## src/rv_pkg.sv

```systemverilog
package rv_pkg;

    typedef logic [63:0] xlen_t;
    typedef logic [63:0] addr_t;
    typedef logic [31:0] inst_t;
    typedef logic [4:0]  reg_idx_t;

    typedef enum logic [3:0] {
        alu_add,
        alu_sub,
        alu_sll,
        alu_slt,
        alu_sltu,
        alu_xor,
        alu_srl,
        alu_sra,
        alu_or,
        alu_and
    } alu_op_e;

    // branch compare kinds
    typedef enum logic [2:0] {
        cmp_eq,
        cmp_ne,
        cmp_lt,
        cmp_ge,
        cmp_ltu,
        cmp_geu
    } cmp_op_e;

    // write-back source where link means pc+4
    typedef enum logic [1:0] {
        wb_alu,
        wb_imm,
        wb_link
    } wb_sel_e;

    typedef enum logic [1:0] {
        fs_boot,
        fs_request,
        fs_wait_rsp
    } fetch_state_e;

    typedef struct packed {
        reg_idx_t rs1;
        reg_idx_t rs2;
        reg_idx_t rd;
        logic     rd_we;
        xlen_t    imm;
        alu_op_e  alu_op;
        logic     src_a_pc;
        logic     src_b_imm;
        logic     is_branch;
        cmp_op_e  cmp_op;
        logic     is_jump;
        wb_sel_e  wb_sel;
    } decoded_t;

    typedef struct packed {
        logic  valid;
        addr_t addr;
    } fetch_req_t;

    typedef struct packed {
        logic  valid;
        inst_t inst;
    } fetch_rsp_t;

    typedef struct packed {
        logic     valid;
        addr_t    pc;
        inst_t    inst;
        logic     rd_we;
        reg_idx_t rd;
        xlen_t    rd_data;
    } commit_t;

endpackage

```

## src/retire_unit.sv

```systemverilog
`timescale 1ns/1ps

module retire_unit (
    input  logic               inst_selfdefine,
    input  logic               reset,
    input  rv_pkg::fetch_rsp_t fetch_rsp,
    input  rv_pkg::addr_t      pc,
    input  rv_pkg::decoded_t   dec,
    input  rv_pkg::xlen_t      alu_result,
    output logic               rd_we,
    output rv_pkg::reg_idx_t   rd,
    output rv_pkg::xlen_t      rd_data,
    output rv_pkg::commit_t    commit
);

    always_comb begin
        case (dec.wb_sel)
            rv_pkg::wb_imm:  rd_data = dec.imm;
            rv_pkg::wb_link: rd_data = pc + 64'd4;
            default:         rd_data = alu_result;
        endcase
    end

    // only a live instruction may write
    assign rd_we = fetch_rsp.valid && dec.rd_we;
    assign rd    = dec.rd;

    always_ff @(posedge inst_selfdefine) begin
        if (reset) begin
            commit <= '0;
        end else begin
            commit.valid <= fetch_rsp.valid;
            if (fetch_rsp.valid) begin
                commit.pc      <= pc;
                commit.inst    <= fetch_rsp.inst;
                commit.rd_we   <= rd_we;
                commit.rd      <= rd;
                commit.rd_data <= rd_data;
            end
        end
    end

endmodule

```

## config.mk

```make
export PLATFORM = sky130hd
export DESIGN_NAME = retire_unit
export DESIGN_NICKNAME = d
export VERILOG_FILES = /design/src/rv_pkg.sv /design/src/retire_unit.sv
export SDC_FILE = /design/constraint.sdc
export NUM_CORES = 1
export LEC_CHECK = 0
export BUFFER_PORTS_ARGS = -buffer_cell sky130_fd_sc_hd__buf_2
export CORE_AREA = 2 2 190 192
export CTS_CLUSTER_DIAMETER = 40
export DETAILED_ROUTE_END_ITERATION = 8
export DIE_AREA = 0 0 192 194
export PLACE_DENSITY_LB_ADDON = 0.3
export RECOVER_POWER = 100
export SYNTH_ARGS = -nofsm -noshare
export SYNTH_HDL_FRONTEND = slang
export SYNTH_SLANG_ARGS = --single-unit
```

## constraint.sdc

```tcl
create_clock -name inst_selfdefine -period 2.7 [get_ports inst_selfdefine]
set_input_delay 0.27 -clock inst_selfdefine [delete_from_list [all_inputs] [get_ports inst_selfdefine]]
set_output_delay 0.27 -clock inst_selfdefine [all_outputs]
set_load 0.1 [all_outputs]
```

==> reports/qor.txt <==
Post-Syn Instances - 1032
IO Port Bufs - 471
H-Tree Level Count - 4
CP Class - input port to output pin
DRC violations left - 0
Hold path cells - 3
RSZ-0062 raised after global routing - yes
First-pass DRT Iterations - 5
# hold bufs at CTS - 0
Hold Fails Final Rpt - 0
Final Critical Period - 2.63 ns
Number of global-route vias before repair - 9355
Net Sw Power - 4.22 mW
Failing checks - max-capacitance violations, max-slew violations
Vias per cell - 4.92
Total GRT Usage - 21.0%
Max incr delay on CP - 0.47 ns
Hold Path End - commit[93]
Largest registers - commit (167)
Power per cell area - 683 mW/mm^2
EDFF count, synth - 0
CTS Buffer Depth - 2
Hold path start - fetch_rsp[23]
Clock root buffer - clkbuf_16
CTS Buf Count - 17
Initial antenna violation count - 2
Largest net degree at the start of global routing - 88
Post-synth cell types - 64
CP arrival - 2.36 ns
Req. time, crit path - 2.43 ns
Per-cell routed wire length - 20.3 um
Flop-to-flop setup slack - 1.79 ns
DRT Wirelength - 40300 um
Max cap viols - 3
Core area - 0.0352 mm^2
Fmax - 0.381 GHz
Fin nets - 1768
Post-detail-place hpwl - 31300 um
Worst path cell trace - clkbuf_2 > inv_1 > ha_4 > clkbuf_4 > nor2b_4 > buf_4 > a22oi_1 > nand2_1 > buf_12
CTS tree - done
Largest Register - commit
Setup crit end kind - output pin
Internal cell power - 4.69 mW
Comb pwr share - 42.1%
Syn Area/Cell - 8.40 um^2
# clock sinks - 167
Syn-to-layout area delta - 50.4%
Ys Warns - 0
Met2 GRT Util - 36.0%
DRT iter0 DRCs - 623
Worst slew pin tran - 1.63 ns
Max-slew headroom - -8.68%
Die span in y - 194 um
R2R cell count - 4
Main synth FF type - dfxtp_1
Crit-path slowest cell - clkbuf_4
Met1 usage - 26.0%
Status - complete, but fails checks
Top Usage Layer GRT - met2
Skew final - 0 ns
Cell row count - 69
Vias after detailed routing - 9765
Mapped Area - 0.00867 mm^2
Pre-CTS WS - -0.0811 ns
Die extent in x - 192 um
Count of pins over their slew limit - 136
Boundary pin count - 493
Reg-to-Reg Start - commit[62]
Max reg flops - 167
Ratio of cells with drive above 1 in the final layout - 31.1%
Post-synthesis async set-or-reset flop share - 0%
Reg2reg end - commit[62]
PnR worst setup slack - 0.0734 ns
Hold_ws - 0.0435 ns
Clk pin slew, worst setup/hold paths - 0.08 ns
Initial core utilization - 24.6%
Clock latency on the worst-skew pair - 0.46 ns
CP Launch Type - input port
Synthesized flop and latch total - 167
Final setup violating endpoints - 0
Synthesized Nets - 1291
Final period util - 97.3%
Die Area - 0.0372 mm^2
Clock power share - 27.5%
Hold crit path type - input port to flop
Met3 Resource Use GR - 5.68%
Max IR drop VDD - 0.450 mV
Crit path max fanout - 30
Sequential area share after synthesis - 38.6%
Seq pwr share - 30.4%
Overflow left after global routing - 0
Gpl congestion - 0.849
Final ANT Viol Nets - 0
Leakage - 5.69 nW
Switching part of the total power - 47.4%
First-pass GRT wire length - 58500 um
-- synthesized netlist by cell type, drive strengths merged (9+ instances only) --
cell / count / share of area [%]
nor3: 26 / 1.5
nand3: 37 / 2.1
a311oi: 16 / 1.6
clkbuf: 59 / 2.6
nand4: 26 / 2.4
xnor2: 22 / 2.2
nor2: 187 / 8.3
a21oi: 19 / 1.1
dfxtp: 167 / 39
nor4: 17 / 1.9
mux2i: 109 / 13
buf: 25 / 1.5
and3: 9 / 0.65
inv: 17 / 0.74
xor2: 14 / 1.4
nand2: 80 / 3.5
a22oi: 41 / 3.5
o21a: 23 / 2.0
o21ai: 38 / 2.2
-- placed cells by master, fill, tap and decap left out, drive strengths merged, types with 3 or more instances in the layout --
cell / n
a21o: 4
inv: 25
a311oi: 16
a22oi: 41
a21oi: 19
a221o: 3
xor2: 14
ha: 3
a41oi: 6
dfxtp: 167
and4: 7
a221oi: 4
o21a: 23
o211ai: 3
buf: 333
nor3: 26
o31ai: 4
nand3: 37
mux2i: 109
o211a: 6
clkbuf: 226
a31oi: 5
and2: 7
o21ai: 38
xnor2: 22
o221ai: 7
nor2: 187
or4: 7
clkinv: 7
nand4: 26
o32ai: 6
nand2: 80
or2: 7
and3: 9
nor4: 17
-- cell type report --
type | instances | area, um^2
Fill cell | 3779 | 22200
Multi-Input combinational cell | 762 | 5180
Sequential cell | 167 | 3340
Timing Repair Buffer | 542 | 3290
Tap cell | 461 | 577
Clock buffer | 17 | 425
Clock inverter | 15 | 151
Inverter | 19 | 71.3
Antenna cell | 1 | 2.50
-- per-stage QoR --
| step | setup TNS, ns | cells | power (mW) | area [um^2] | utilization, % |
|---|---|---|---|---|---|
| final | 0 | 1984 | 8.91 | 13000 | 37.0 |
| after global routing | -0.361 | 1983 | 9.24 | 13000 | 37.0 |
| after CTS | 0 | 1978 | 9.11 | 13400 | 38.0 |
| after detailed placement | -0.253 | 1946 | 6.64 | 12800 | 36.3 |
| after global placement | -0.135 | 1946 | 6.62 | 12800 | 36.3 |
| after floorplan | -0.374 | 1032 | 5.49 | 8860 | - |
-- worst max-delay path, delay by kind of cell --
kind            cells  cell delay (ns)
buf+inv             5             1.07
compound gates      1             0.33
simple gates        2             0.26
fa+ha+maj           1             0.40
-- what timing repair did --
item / in CTS / in global routing
endpoints found under the setup margin: 6 / 16
gates resized for setup: 3 / 22
pin swaps: 0 / 5
buffers inserted: 0 / 5
-- how the worst max path moves through the flow --
stage               startpoint     endpoint  cells after the start
global placement         pc[2]  rd_data[62]                      9
global route            pc[10]  rd_data[47]                      9
floorplan                pc[2]  rd_data[44]                      8
detailed placement       pc[2]  rd_data[62]                      9
CTS                     pc[35]  rd_data[62]                      8
finish                  dec[0]  rd_data[63]                      9
-- layer usage --
layer | vias to the layer above | wire length (um)
li1 | 4667 | -
met1 | 4659 | 16800
met2 | 401 | 19800
met3 | 34 | 3050
met4 | 4 | 530
met5 | - | 27
-- power groups by stage --
stage / sequential, mW / combinational (mW) / clock [mW]
finish: 2.71 / 3.75 / 2.45
global route: 2.73 / 3.90 / 2.62
CTS: 2.70 / 3.88 / 2.52
detailed placement: 2.76 / 3.88 / 0
global placement: 2.75 / 3.86 / 0
floorplan: 3.93 / 1.56 / 0
-- logic make-up after synthesis --
logic type      synth area share, %
simple gates                   23.5
compound gates                 16.3
flops                          38.6
mux                            12.7
buf+inv                        4.85
xor+xnor                       3.64
fa+ha+maj                     0.433
Note: power is estimated with default switching activity, not from simulation.
