**config.mk**
```make
export PLATFORM = sky130hd
export DESIGN_NAME = decoder
export DESIGN_NICKNAME = d
export VERILOG_FILES = /design/src/rv_pkg.sv /design/src/decoder.sv
export SDC_FILE = /design/constraint.sdc
export NUM_CORES = 1
export LEC_CHECK = 0
export BUFFER_PORTS_ARGS = -buffer_cell sky130_fd_sc_hd__buf_2
export CAP_MARGIN = 20
export CELL_PAD_IN_SITES_DETAIL_PLACEMENT = 0
export CELL_PAD_IN_SITES_GLOBAL_PLACEMENT = 1
export CORE_MARGIN = 2
export CORE_UTILIZATION = 21
export DETAILED_ROUTE_END_ITERATION = 16
export PLACE_DENSITY = 0.94
export RECOVER_POWER = 100
export SETUP_SLACK_MARGIN = 0.3
export SLEW_MARGIN = 5
export SYNTH_ARGS = -nofsm -noshare
export SYNTH_HDL_FRONTEND = slang
export SYNTH_SLANG_ARGS = --single-unit
```
**constraint.sdc**
```tcl
create_clock -name vclk -period 4.71
set_input_delay 1.413 -clock vclk [all_inputs]
set_output_delay 1.413 -clock vclk [all_outputs]
set_load 0.01 [all_outputs]
```
**src/rv_pkg.sv**
```systemverilog
package rv_pkg;

    typedef logic [63:0] xlen_t;
    typedef logic [63:0] addr_t;
    typedef logic [31:0] inst_t;
    typedef logic [4:0]  reg_idx_t;

    typedef enum logic [3:0] {
        alu_add,
        alu_sub,
        alu_sll,
        alu_slt,
        alu_sltu,
        alu_xor,
        alu_srl,
        alu_sra,
        alu_or,
        alu_and
    } alu_op_e;

    // branch compare kinds
    typedef enum logic [2:0] {
        cmp_eq,
        cmp_ne,
        cmp_lt,
        cmp_ge,
        cmp_ltu,
        cmp_geu
    } cmp_op_e;

    // write-back source where link means pc+4
    typedef enum logic [1:0] {
        wb_alu,
        wb_imm,
        wb_link
    } wb_sel_e;

    typedef enum logic [1:0] {
        fs_boot,
        fs_request,
        fs_wait_rsp
    } fetch_state_e;

    typedef struct packed {
        reg_idx_t rs1;
        reg_idx_t rs2;
        reg_idx_t rd;
        logic     rd_we;
        xlen_t    imm;
        alu_op_e  alu_op;
        logic     src_a_pc;
        logic     src_b_imm;
        logic     is_branch;
        cmp_op_e  cmp_op;
        logic     is_jump;
        wb_sel_e  wb_sel;
    } decoded_t;

    typedef struct packed {
        logic  valid;
        addr_t addr;
    } fetch_req_t;

    typedef struct packed {
        logic  valid;
        inst_t inst;
    } fetch_rsp_t;

    typedef struct packed {
        logic     valid;
        addr_t    pc;
        inst_t    inst;
        logic     rd_we;
        reg_idx_t rd;
        xlen_t    rd_data;
    } commit_t;

endpackage

```
**src/decoder.sv**
```systemverilog
`timescale 1ns/1ps

module decoder (
    input  rv_pkg::inst_t    inst,
    output rv_pkg::decoded_t dec
);

    localparam logic [6:0] op_reg    = 7'b0110011;
    localparam logic [6:0] op_imm    = 7'b0010011;
    localparam logic [6:0] op_lui    = 7'b0110111;
    localparam logic [6:0] op_auipc  = 7'b0010111;
    localparam logic [6:0] op_jal    = 7'b1101111;
    localparam logic [6:0] op_jalr   = 7'b1100111;
    localparam logic [6:0] op_branch = 7'b1100011;

    logic [6:0]      opcode;
    logic [2:0]      funct3;
    rv_pkg::xlen_t   imm_i;
    rv_pkg::xlen_t   imm_u;
    rv_pkg::xlen_t   imm_j;
    rv_pkg::xlen_t   imm_b;
    rv_pkg::alu_op_e arith_op;
    logic            rd_write;

    assign opcode = inst[6:0];
    assign funct3 = inst[14:12];

    assign imm_i = {{52{inst[31]}}, inst[31:20]};
    assign imm_u = {{32{inst[31]}}, inst[31:12], 12'b0};
    assign imm_j = {{43{inst[31]}}, inst[31], inst[19:12], inst[20], inst[30:21], 1'b0};
    assign imm_b = {{51{inst[31]}}, inst[31], inst[7], inst[30:25], inst[11:8], 1'b0};

    // OP and OP-IMM share this map and only OP has sub
    always_comb begin
        case (funct3)
            3'b000:  arith_op = (opcode == op_reg && inst[30]) ? rv_pkg::alu_sub
                                                                : rv_pkg::alu_add;
            3'b001:  arith_op = rv_pkg::alu_sll;
            3'b010:  arith_op = rv_pkg::alu_slt;
            3'b011:  arith_op = rv_pkg::alu_sltu;
            3'b100:  arith_op = rv_pkg::alu_xor;
            3'b101:  arith_op = inst[30] ? rv_pkg::alu_sra : rv_pkg::alu_srl;
            3'b110:  arith_op = rv_pkg::alu_or;
            default: arith_op = rv_pkg::alu_and;
        endcase
    end

    always_comb begin
        dec           = '0;
        dec.rs1       = inst[19:15];
        dec.rs2       = inst[24:20];
        dec.rd        = inst[11:7];
        dec.alu_op    = rv_pkg::alu_add;
        dec.cmp_op    = rv_pkg::cmp_eq;
        dec.wb_sel    = rv_pkg::wb_alu;
        rd_write      = 1'b0;
        case (opcode)
            op_reg: begin
                dec.alu_op = arith_op;
                rd_write   = 1'b1;
            end
            op_imm: begin
                dec.alu_op    = arith_op;
                dec.imm       = imm_i;
                dec.src_b_imm = 1'b1;
                rd_write      = 1'b1;
            end
            op_lui: begin
                dec.imm    = imm_u;
                dec.wb_sel = rv_pkg::wb_imm;
                rd_write   = 1'b1;
            end
            op_auipc: begin
                dec.imm       = imm_u;
                dec.src_a_pc  = 1'b1;
                dec.src_b_imm = 1'b1;
                rd_write      = 1'b1;
            end
            op_jal: begin
                dec.imm       = imm_j;
                dec.src_a_pc  = 1'b1;
                dec.src_b_imm = 1'b1;
                dec.is_jump   = 1'b1;
                dec.wb_sel    = rv_pkg::wb_link;
                rd_write      = 1'b1;
            end
            op_jalr: begin
                dec.imm       = imm_i;
                dec.src_b_imm = 1'b1;
                dec.is_jump   = 1'b1;
                dec.wb_sel    = rv_pkg::wb_link;
                rd_write      = 1'b1;
            end
            op_branch: begin
                dec.imm       = imm_b;
                dec.src_a_pc  = 1'b1;
                dec.src_b_imm = 1'b1;
                // funct3 010 and 011 are reserved and fall through as a no-op
                dec.is_branch = (funct3[2:1] != 2'b01);
                case (funct3)
                    3'b001:  dec.cmp_op = rv_pkg::cmp_ne;
                    3'b100:  dec.cmp_op = rv_pkg::cmp_lt;
                    3'b101:  dec.cmp_op = rv_pkg::cmp_ge;
                    3'b110:  dec.cmp_op = rv_pkg::cmp_ltu;
                    3'b111:  dec.cmp_op = rv_pkg::cmp_geu;
                    default: dec.cmp_op = rv_pkg::cmp_eq;
                endcase
            end
            default: begin
                rd_write = 1'b0;
            end
        endcase
        dec.rd_we = rd_write && (dec.rd != 5'd0);
    end

endmodule

```
==> out/results.tsv <==
metric	value	unit
areaGrowthSynthToFinish	21.4	%
utilization	26.5	%
synth_most_common_cell	buf_4	
crit_chain	buf_2, or4b_1, a21o_4, a31oi_4, buf_8, clkbuf_1	
fp.dieW	74.3	microns
cp-start-kind	input pin	
synth_top_area_share	34.0	%
ys_types	38	
synth-seq-area-share	0	%
required	3300	ps
placed_area	1400	sq um
fp-row-count	25	
layout-drive-gt1-share	23.8	%
dp_cells	290	
hold_end	dec[89]	
hold_start	inst[16]	
grt_max_degree	34	
synth_top_area_cell	buf_4	
synth_area_per_cell	7.06	sq um
drv_slew	0	
netlist_instances	147	
final_nets	257	
drt_wl_total	3.69	mm
hold_viol	0	
path_class	in -> out	
grt_pass1_wl	5.10	mm
fin_area	1260	sq um
tightest_slew	625	ps
fmax	225	MHz
synthTopCellsByArea	buf_4, nand3_1, a21o_1, a21boi_2, a22o_1	
area.sequential	0	sq um
dieArea	5520	sq um
io_pins	125	
maxSlewHeadroom	58.0	%
core_area	4750	sq um
worst_ep_arrival_time	3020	ps
chipHeight	74.3	microns
firstDrtPassIters	4	
start_util	21.8	%
grt_overflow	0	
leakagePower	0.635	nW
post-route-drc-count	0	
yosys_warnings	0	
drtIter0Drc	80	
track_usage	11.5	%
globalplace.congestion	0.879	
timing.setup.tns	0	ps
fin_cells	290	
cp_slowest_stage_delay	650	ps
syn_nets	179	
cap_violations	0	
vias	1301	
rsz0062_at_grt	false	
seq_cells	0	
yosys-top-cells-count	buf_4, nand3_1, a21o_1, a21boi_2, nor2_1	
crit_slowest_cell	or4b_1	
crit_cells	6	
fin_crit_sh	94.2	%
nClkBuffers	0	
ir_worst_vdd	0.0143	mV
hp-class	in -> out	
diodes	0	
antenna_found_initial	0	
holdPathStages	2	
syn_area	1040	sq um
period_minus_slack	4440	ps
p_per_area	54.6	nW/um^2
crit_fanout	33	
numPortBuffers	125	
grt_pass1_vias	993	
postRouteAntennaNets	0	
setup_viol	0	
cp-end-kind	output port	
wl_per_cell	12.7	microns
hpwl	3.01	mm
cp_num_buf_inv	3	
routed_via_density	4.49	
status	finished, final reports clean	
crit_family	simple AND/OR/NAND/NOR gates	
## power breakdown
part | leakage [nW] | total [mW] | switching (mW) | internal (mW)
combinational | 0.635 | 0.0688 | 0.0426 | 0.0262
clock | 0 | 0 | 0 | 0
sequential | 0 | 0 | 0 | 0
total | 0.635 | 0.0688 | 0.0426 | 0.0262
## placed cells by master (no fill, tap or decap), types with 2 or more instances in the layout
| cell | n |
|---|---|
| o211ai_1 | 3 |
| clkbuf_1 | 80 |
| and3_1 | 3 |
| a21boi_0 | 6 |
| inv_1 | 4 |
| nor2_1 | 6 |
| buf_4 | 2 |
| a22o_1 | 4 |
| nor3b_1 | 2 |
| nand3_1 | 26 |
| buf_2 | 46 |
| nand4b_1 | 2 |
| a21o_1 | 9 |
| nand2b_1 | 2 |
| nand3b_1 | 2 |
| nand2_1 | 4 |
## per-stage QoR
stage | hold slack [ps] | total power, mW | worst slack [ps]
global route | 3050 | 0.0755 | 165
detailed placement | 3030 | 0.0741 | 306
global placement | 3030 | 0.0736 | 339
CTS | 3030 | 0.0744 | 303
finish | 3050 | 0.0688 | 273
floorplan | 2920 | 0.0472 | 258
## routing by layer
layer  track usage [%]  routed length, microns  up-vias
li1                  -                       -      638
met1              16.4                    1670      582
met2              20.4                    1650       81
met3             0.542                     368        0
met4                 0                       0        0
met5                 0                       0        -
## cell type report
| class | instances | area (sq um) |
|---|---|---|
| multi-input cells | 90 | 602 |
| repair buffers | 129 | 561 |
| well taps | 67 | 83.8 |
| inverters | 4 | 15.0 |
| fillers | 604 | 3490 |
## cells by family (layout without fill, tap and decap cells)
family	count (synthesis)	after routing	synth area share, %
mux	1	1	1.08
buf+inv	57	133	38.0
compound gates	33	33	29.5
simple gates	56	56	31.4
## worst max-delay path by stage
| stage | start | to | slack, ps |
|---|---|---|---|
| after global placement | inst[6] | dec[52] | 340 |
| after global routing | inst[4] | dec[76] | 170 |
| final | inst[2] | dec[57] | 270 |
| after floorplan | inst[6] | dec[45] | 260 |
| after detailed placement | inst[6] | dec[47] | 310 |
| after CTS | inst[6] | dec[47] | 300 |
## repair_timing
item | 4_1_cts | 5_1_grt
resized for setup | 0 | 2
setup endpoints to repair | 0 | 33
hold buffers | 0 | 0
setup buffers | 0 | 0
(Power assumes the default switching activity.)
