===== src/rv_pkg.sv =====
package rv_pkg;

    typedef logic [63:0] xlen_t;
    typedef logic [63:0] addr_t;
    typedef logic [31:0] inst_t;
    typedef logic [4:0]  reg_idx_t;

    typedef enum logic [3:0] {
        alu_add,
        alu_sub,
        alu_sll,
        alu_slt,
        alu_sltu,
        alu_xor,
        alu_srl,
        alu_sra,
        alu_or,
        alu_and
    } alu_op_e;

    // branch compare kinds
    typedef enum logic [2:0] {
        cmp_eq,
        cmp_ne,
        cmp_lt,
        cmp_ge,
        cmp_ltu,
        cmp_geu
    } cmp_op_e;

    // write-back source where link means pc+4
    typedef enum logic [1:0] {
        wb_alu,
        wb_imm,
        wb_link
    } wb_sel_e;

    typedef enum logic [1:0] {
        fs_boot,
        fs_request,
        fs_wait_rsp
    } fetch_state_e;

    typedef struct packed {
        reg_idx_t rs1;
        reg_idx_t rs2;
        reg_idx_t rd;
        logic     rd_we;
        xlen_t    imm;
        alu_op_e  alu_op;
        logic     src_a_pc;
        logic     src_b_imm;
        logic     is_branch;
        cmp_op_e  cmp_op;
        logic     is_jump;
        wb_sel_e  wb_sel;
    } decoded_t;

    typedef struct packed {
        logic  valid;
        addr_t addr;
    } fetch_req_t;

    typedef struct packed {
        logic  valid;
        inst_t inst;
    } fetch_rsp_t;

    typedef struct packed {
        logic     valid;
        addr_t    pc;
        inst_t    inst;
        logic     rd_we;
        reg_idx_t rd;
        xlen_t    rd_data;
    } commit_t;

endpackage


===== src/fetch_unit.sv =====
`timescale 1ns/1ps

module fetch_unit #(
    parameter rv_pkg::addr_t reset_vector = 64'h0000_0000_8000_0000
) (
    input  logic               inst_selfdefine,
    input  logic               reset,
    output rv_pkg::fetch_req_t fetch_req,
    input  rv_pkg::fetch_rsp_t fetch_rsp,
    output rv_pkg::addr_t      pc,
    input  rv_pkg::decoded_t   dec,
    input  rv_pkg::xlen_t      alu_result,
    input  logic               branch_taken
);

    rv_pkg::fetch_state_e state;
    rv_pkg::addr_t        next_pc;

    // alu already holds pc+imm for branches and the target for jumps
    always_comb begin
        if (dec.is_jump) begin
            next_pc = {alu_result[63:1], 1'b0};
        end else if (branch_taken) begin
            next_pc = alu_result;
        end else begin
            next_pc = pc + 64'd4;
        end
    end

    always_ff @(posedge inst_selfdefine) begin
        if (reset) begin
            state <= rv_pkg::fs_boot;
            pc    <= reset_vector;
        end else begin
            case (state)
                rv_pkg::fs_boot: begin
                    state <= rv_pkg::fs_request;
                end
                rv_pkg::fs_request: begin
                    state <= rv_pkg::fs_wait_rsp;
                end
                rv_pkg::fs_wait_rsp: begin
                    if (fetch_rsp.valid) begin
                        state <= rv_pkg::fs_request;
                        pc    <= next_pc;
                    end
                end
                default: begin
                    state <= rv_pkg::fs_boot;
                end
            endcase
        end
    end

    // one strobe per instruction
    assign fetch_req.valid = (state == rv_pkg::fs_request);
    assign fetch_req.addr  = pc;

endmodule


===== config.mk =====
export PLATFORM = sky130hd
export DESIGN_NAME = fetch_unit
export DESIGN_NICKNAME = d
export VERILOG_FILES = /design/src/rv_pkg.sv /design/src/fetch_unit.sv
export SDC_FILE = /design/constraint.sdc
export NUM_CORES = 1
export LEC_CHECK = 0
export BUFFER_PORTS_ARGS = -buffer_cell sky130_fd_sc_hd__buf_2
export CORE_AREA = 2 2 135 137
export DETAILED_ROUTE_END_ITERATION = 6
export DIE_AREA = 0 0 137 139
export PLACE_DENSITY = 0.62
export SLEW_MARGIN = 20
export SYNTH_ARGS = -nofsm -noshare
export SYNTH_HDL_FRONTEND = slang
export SYNTH_SLANG_ARGS = --single-unit

===== constraint.sdc =====
create_clock -name inst_selfdefine -period 3.6 [get_ports inst_selfdefine]
set_input_delay 0.54 -clock inst_selfdefine [delete_from_list [all_inputs] [get_ports inst_selfdefine]]
set_output_delay 0.54 -clock inst_selfdefine [all_outputs]
set_load 0.03 [all_outputs]

==> results by stage <==
Status:
- The run finished with clean final reports.

Finish:
- The share of post-route cells with drive strength above 1 is 31.5%.
- The final instance count without filler cells is 1044.
- The top cell types in the final layout, fill and taps aside, are sky130_fd_sc_hd__buf_2 (197), sky130_fd_sc_hd__nand2_1 (73), sky130_fd_sc_hd__dfxtp_1 (66).
- The area of all placed cells without fillers is 0.00615 mm^2.
- Leaving out fill and tap cells, the most frequent cell in the layout is sky130_fd_sc_hd__buf_2.
- Compared with the post-synthesis result, the final layout area differs by 19.4%.
- The antenna diode count is 0.
- The end-of-flow core utilization is 34.8%.
- The number of inserted filler cells in the final layout is 1931.
- The total number of nets in the final design is 1004.

Timing:
- The final number of hold-violating endpoints is 0.
- For the final routed database, the setup TNS stands at 0 ns.
- The final setup violation count is 0.
- Measured against its own limit, the worst slew margin works out to 50.0%.
- Setup slack on the critical path of the routed design comes to 0.857 ns.
- The count of final max-slew check failures is 0.
- The actual slew at the worst max-slew pin is 0.743 ns.
- Setup repair after global routing left no endpoint under its margin.
- The worst setup skew after layout is 0.00839 ns.
- Dividing the final minimum period by the clock period gives 76.2%.
- The minimum hold slack is 0.442 ns.
- Timing would allow up to 365 MHz.
- The post-layout minimum cycle time is 2.74 ns.

Critical path:
- The beginning of the worst register-to-register path is pc[2]$_SDFFE_PP0P_.
- The critical path arrival is 3.00 ns.
- The largest stage delay on the critical path is 0.63 ns.
- The worst endpoint required time is 3.86 ns.
- The signal on the critical path passes through ha_1, nand3_4, or4_4, or3_4, or4_1, a31oi_1.
- Tracing the worst setup path back leads to its startpoint at pc[2]$_SDFFE_PP0P_.
- For the worst flop-to-flop path, the logic depth is 6.
- The maximum fanout count along the critical path is 7.
- The destination of the critical timing path is pc[36]$_SDFFE_PP0P_.
- STA classifies the critical path startpoint as a flop.
- For flop-to-flop paths, the worst setup slack is 0.86 ns.
- The master of the slowest instance on the critical path is sky130_fd_sc_hd__or4_4.
- The critical path is of the reg -> reg type.
- The kind of end point of the critical path is a flop.
- The worst register-to-register path ends at pc[36]$_SDFFE_PP0P_.

Drt:
- The number of nets still failing antenna checks after routing is 0.
- The vias per cell is 5.70.
- Wires add up to 20000 um.
- The routed layout has 5952 vias.
- In the final routed layout, each cell accounts on average for 19.2 um.
- The number of DRC markers after the initial detailed-route iteration is 548.
- The first detailed-routing pass ran for 5 iterations.
- The post-route DRC violation count is 0.

Logic synthesis:
- After Yosys synthesis, full adders, half adders and majority gates account for 0.243% of the synthesized area.
- The area share of the largest cell type after synthesis is 25.7%.
- The share of flip-flops with an asynchronous set or reset after synthesis is 0%.
- The synthesized netlist cell count is 702.
- By area the synthesized netlist is led by sky130_fd_sc_hd__dfxtp_1 (26%), sky130_fd_sc_hd__buf_4 (9.5%), sky130_fd_sc_hd__nand2_1 (5.3%).
- The number of flops mapped to enable cells by yosys is 0.
- The dominant combinational cell family by area after synthesis is simple AND/OR/NAND/NOR gates.
- The average footprint of a synthesized cell is 7.34 um^2.
- Summing the areas of all xor and xnor instances in the mapped netlist gives 0% of the synthesized area.
- The most used flip-flop cell after synthesis is sky130_fd_sc_hd__dfxtp_1.
- The sequential fraction of the synthesis area is 25.7%.
- The area of the mapped netlist is 0.00515 mm^2.
- The post-synthesis cell type with the largest combined area is sky130_fd_sc_hd__dfxtp_1.
- Of the post-synthesis cell area, the part taken by muxes is 1.87%.
- Summing the areas of all compound-gate instances in the mapped netlist gives 25.2% of the synthesized area.
- The flop and latch count out of synthesis is 66.
- Summing the areas of all and, or, nand and nor instances in the mapped netlist gives 32.3% of the synthesized area.
- After synthesis, the netlist uses 73 different library cells.
- During synthesis, Yosys emitted a total of 0 warnings.
- The number of nets handed over by synthesis was 896.

Clock network:
- The clock reaches the later pin of the worst-skew pair after 0.35 ns.
- Counting along the longest clock path gives a buffer depth of 2.
- The number of hold buffers added after cts is 0.
- The H-tree was split into 3 levels.
- After clock tree synthesis, the setup repair step added 0 buffers.
- Post-CTS repair changed the size of 0 cells.
- Clock tree synthesis selected as its root buffer the cell sky130_fd_sc_hd__clkbuf_16.
- The TritonCTS buffer count is 9.
- The post-CTS clock slew at the launch and capture registers of the worst setup and hold paths is 0.06 ns.
- The CTS tree is yes.
- The TritonCTS sink count is 66.

Run:
- Max-cap violations in this run came to 0.

Place:
- The total of buffers placed on input and output ports is 197.
- The placed cell area is 0.00585 mm^2.
- The wire-length estimate of the detail-placed layout is 14300 um.
- The number of placed instances, taps included, is 1028.
- The final weighted congestion in routability-driven placement is 0.891.
- The pre-CTS setup slack is 0.858 ns.

Power and ir drop:
- The worst-case IR drop observed on VDD is 0.262 mV.
- The internal portion of the total power is 1.44 mW.
- The sequential fraction of design power is 39.0%.
- The clock network burns 45.0% of the power.
- Of the total power, the share spent switching nets is 30.0%.
- Summed over all nets, the switching power comes to 0.616 mW.
- Of the total power, combinational logic draws 16.0%.
- The static power due to leakage is 2.48 nW.
- Overall power consumption after layout is estimated at 2.05 mW.
- Power spread over the standard cell area amounts to 334 mW/mm^2.

Global routing:
- The overall track demand over capacity in global routing is 20.5%.
- The overall overflow remaining after global route is 0.
- The number of antenna violations at the first check in global routing is 1.
- The global-route wire length before repair is 30400 um.
- The via count of the first global-routing pass was 5220.
- The maximum number of pins on one net before global-route repair is 61.

Die:
- The core region is 0.0177 mm^2.
- The initial core utilization is 29.2%.
- The total I/O pin count is 322.
- The die area is 0.0190 mm^2.
- The floorplan has 49 rows.
- Measured along the y axis, the die boundary spans 139 um.
- From left edge to right edge, the die measures 137 um.

Worst hold path:
- The class of the worst hold path is in -> reg.
[how the worst min path moves through the flow]
| stage | from | endpoint | slack [ns] | cells past startpoint |
|---|---|---|---|---|
| global route | alu_result[35] | pc[35]$_SDFFE_PP0P_ | 0.46 | 3 |
| detailed placement | pc[0]$_SDFFE_PP0P_ | pc[0]$_SDFFE_PP0P_ | 0.47 | 2 |
| floorplan | state[0]$_SDFFE_PP0P_ | state[0]$_SDFFE_PP0P_ | 0.45 | 1 |
| finish | alu_result[1] | pc[1]$_SDFFE_PP0P_ | 0.44 | 3 |
| CTS | alu_result[1] | pc[1]$_SDFFE_PP0P_ | 0.44 | 3 |
| global placement | pc[0]$_SDFFE_PP0P_ | pc[0]$_SDFFE_PP0P_ | 0.46 | 2 |
[per-layer routing]
metal | part of all wire [%] | global-route usage [%] | vias up
met5 | 0 | 0 | -
met4 | 1.0 | 4.02 | 0
met3 | 8.5 | 5.88 | 15
met2 | 46 | 31.3 | 299
met1 | 45 | 28.6 | 2824
li1 | - | - | 2814
[worst max-delay path, delay by kind of cell, from the launching register on]
kind                     cells  cell delay (ns)
AND/OR/NAND/NOR              4             1.73
flip-flops                   1             0.47
adder cells (fa/ha/maj)      1             0.29
AO/OA/AOI/OAI                1             0.18
[cell usage after synthesis, drive strengths merged (3+ instances only)]
cell type,instances
o22ai,7
nor2,49
dfxtp,66
a31o,3
mux2,5
a22oi,13
o21a,4
a22o,4
a41oi,4
nor3,19
a21o,3
o21ai,23
nor4,13
a21oi,43
a311oi,4
o221a,3
buf,74
nand3,44
o311ai,6
or4,9
or3,12
a311o,4
and3,20
clkbuf,45
and4,10
mux2i,4
a31oi,22
nand4,37
nor2b,5
a211oi,6
or2,4
and2,7
inv,8
nand2,73
o211ai,15
o31ai,6
[sequential cells by signal (all words and copies together) (netlist names)]
signal	count
pc	64
state	2
[area by class of cell]
cell class	count	area, um^2	area share (%)
multi-input combinational	508	3080	50.1
sequential	66	1320	21.5
timing repair buffer	216	1130	18.4
tap	229	287	4.66
clock buffer	14	264	4.29
clock inverter	2	35.0	0.570
inverter	9	33.8	0.549
[cells by family after synthesis]
family          Yosys count
buf+inv                 128
mux                       9
compound gates          189
simple gates            309
flops                    66
fa+ha+maj                 1
[power by group through the flow]
| stage | clock network [mW] | registers [mW] | logic (mW) |
|---|---|---|---|
| 2_1_floorplan | 0 | 0.840 | 0.203 |
| 3_3_place_gp | 0 | 0.815 | 0.329 |
| 3_5_place_dp | 0 | 0.816 | 0.330 |
| 4_1_cts | 0.935 | 0.800 | 0.331 |
| 5_1_grt | 0.962 | 0.806 | 0.355 |
| 6_report | 0.924 | 0.801 | 0.329 |
(Power assumes the default switching activity.)
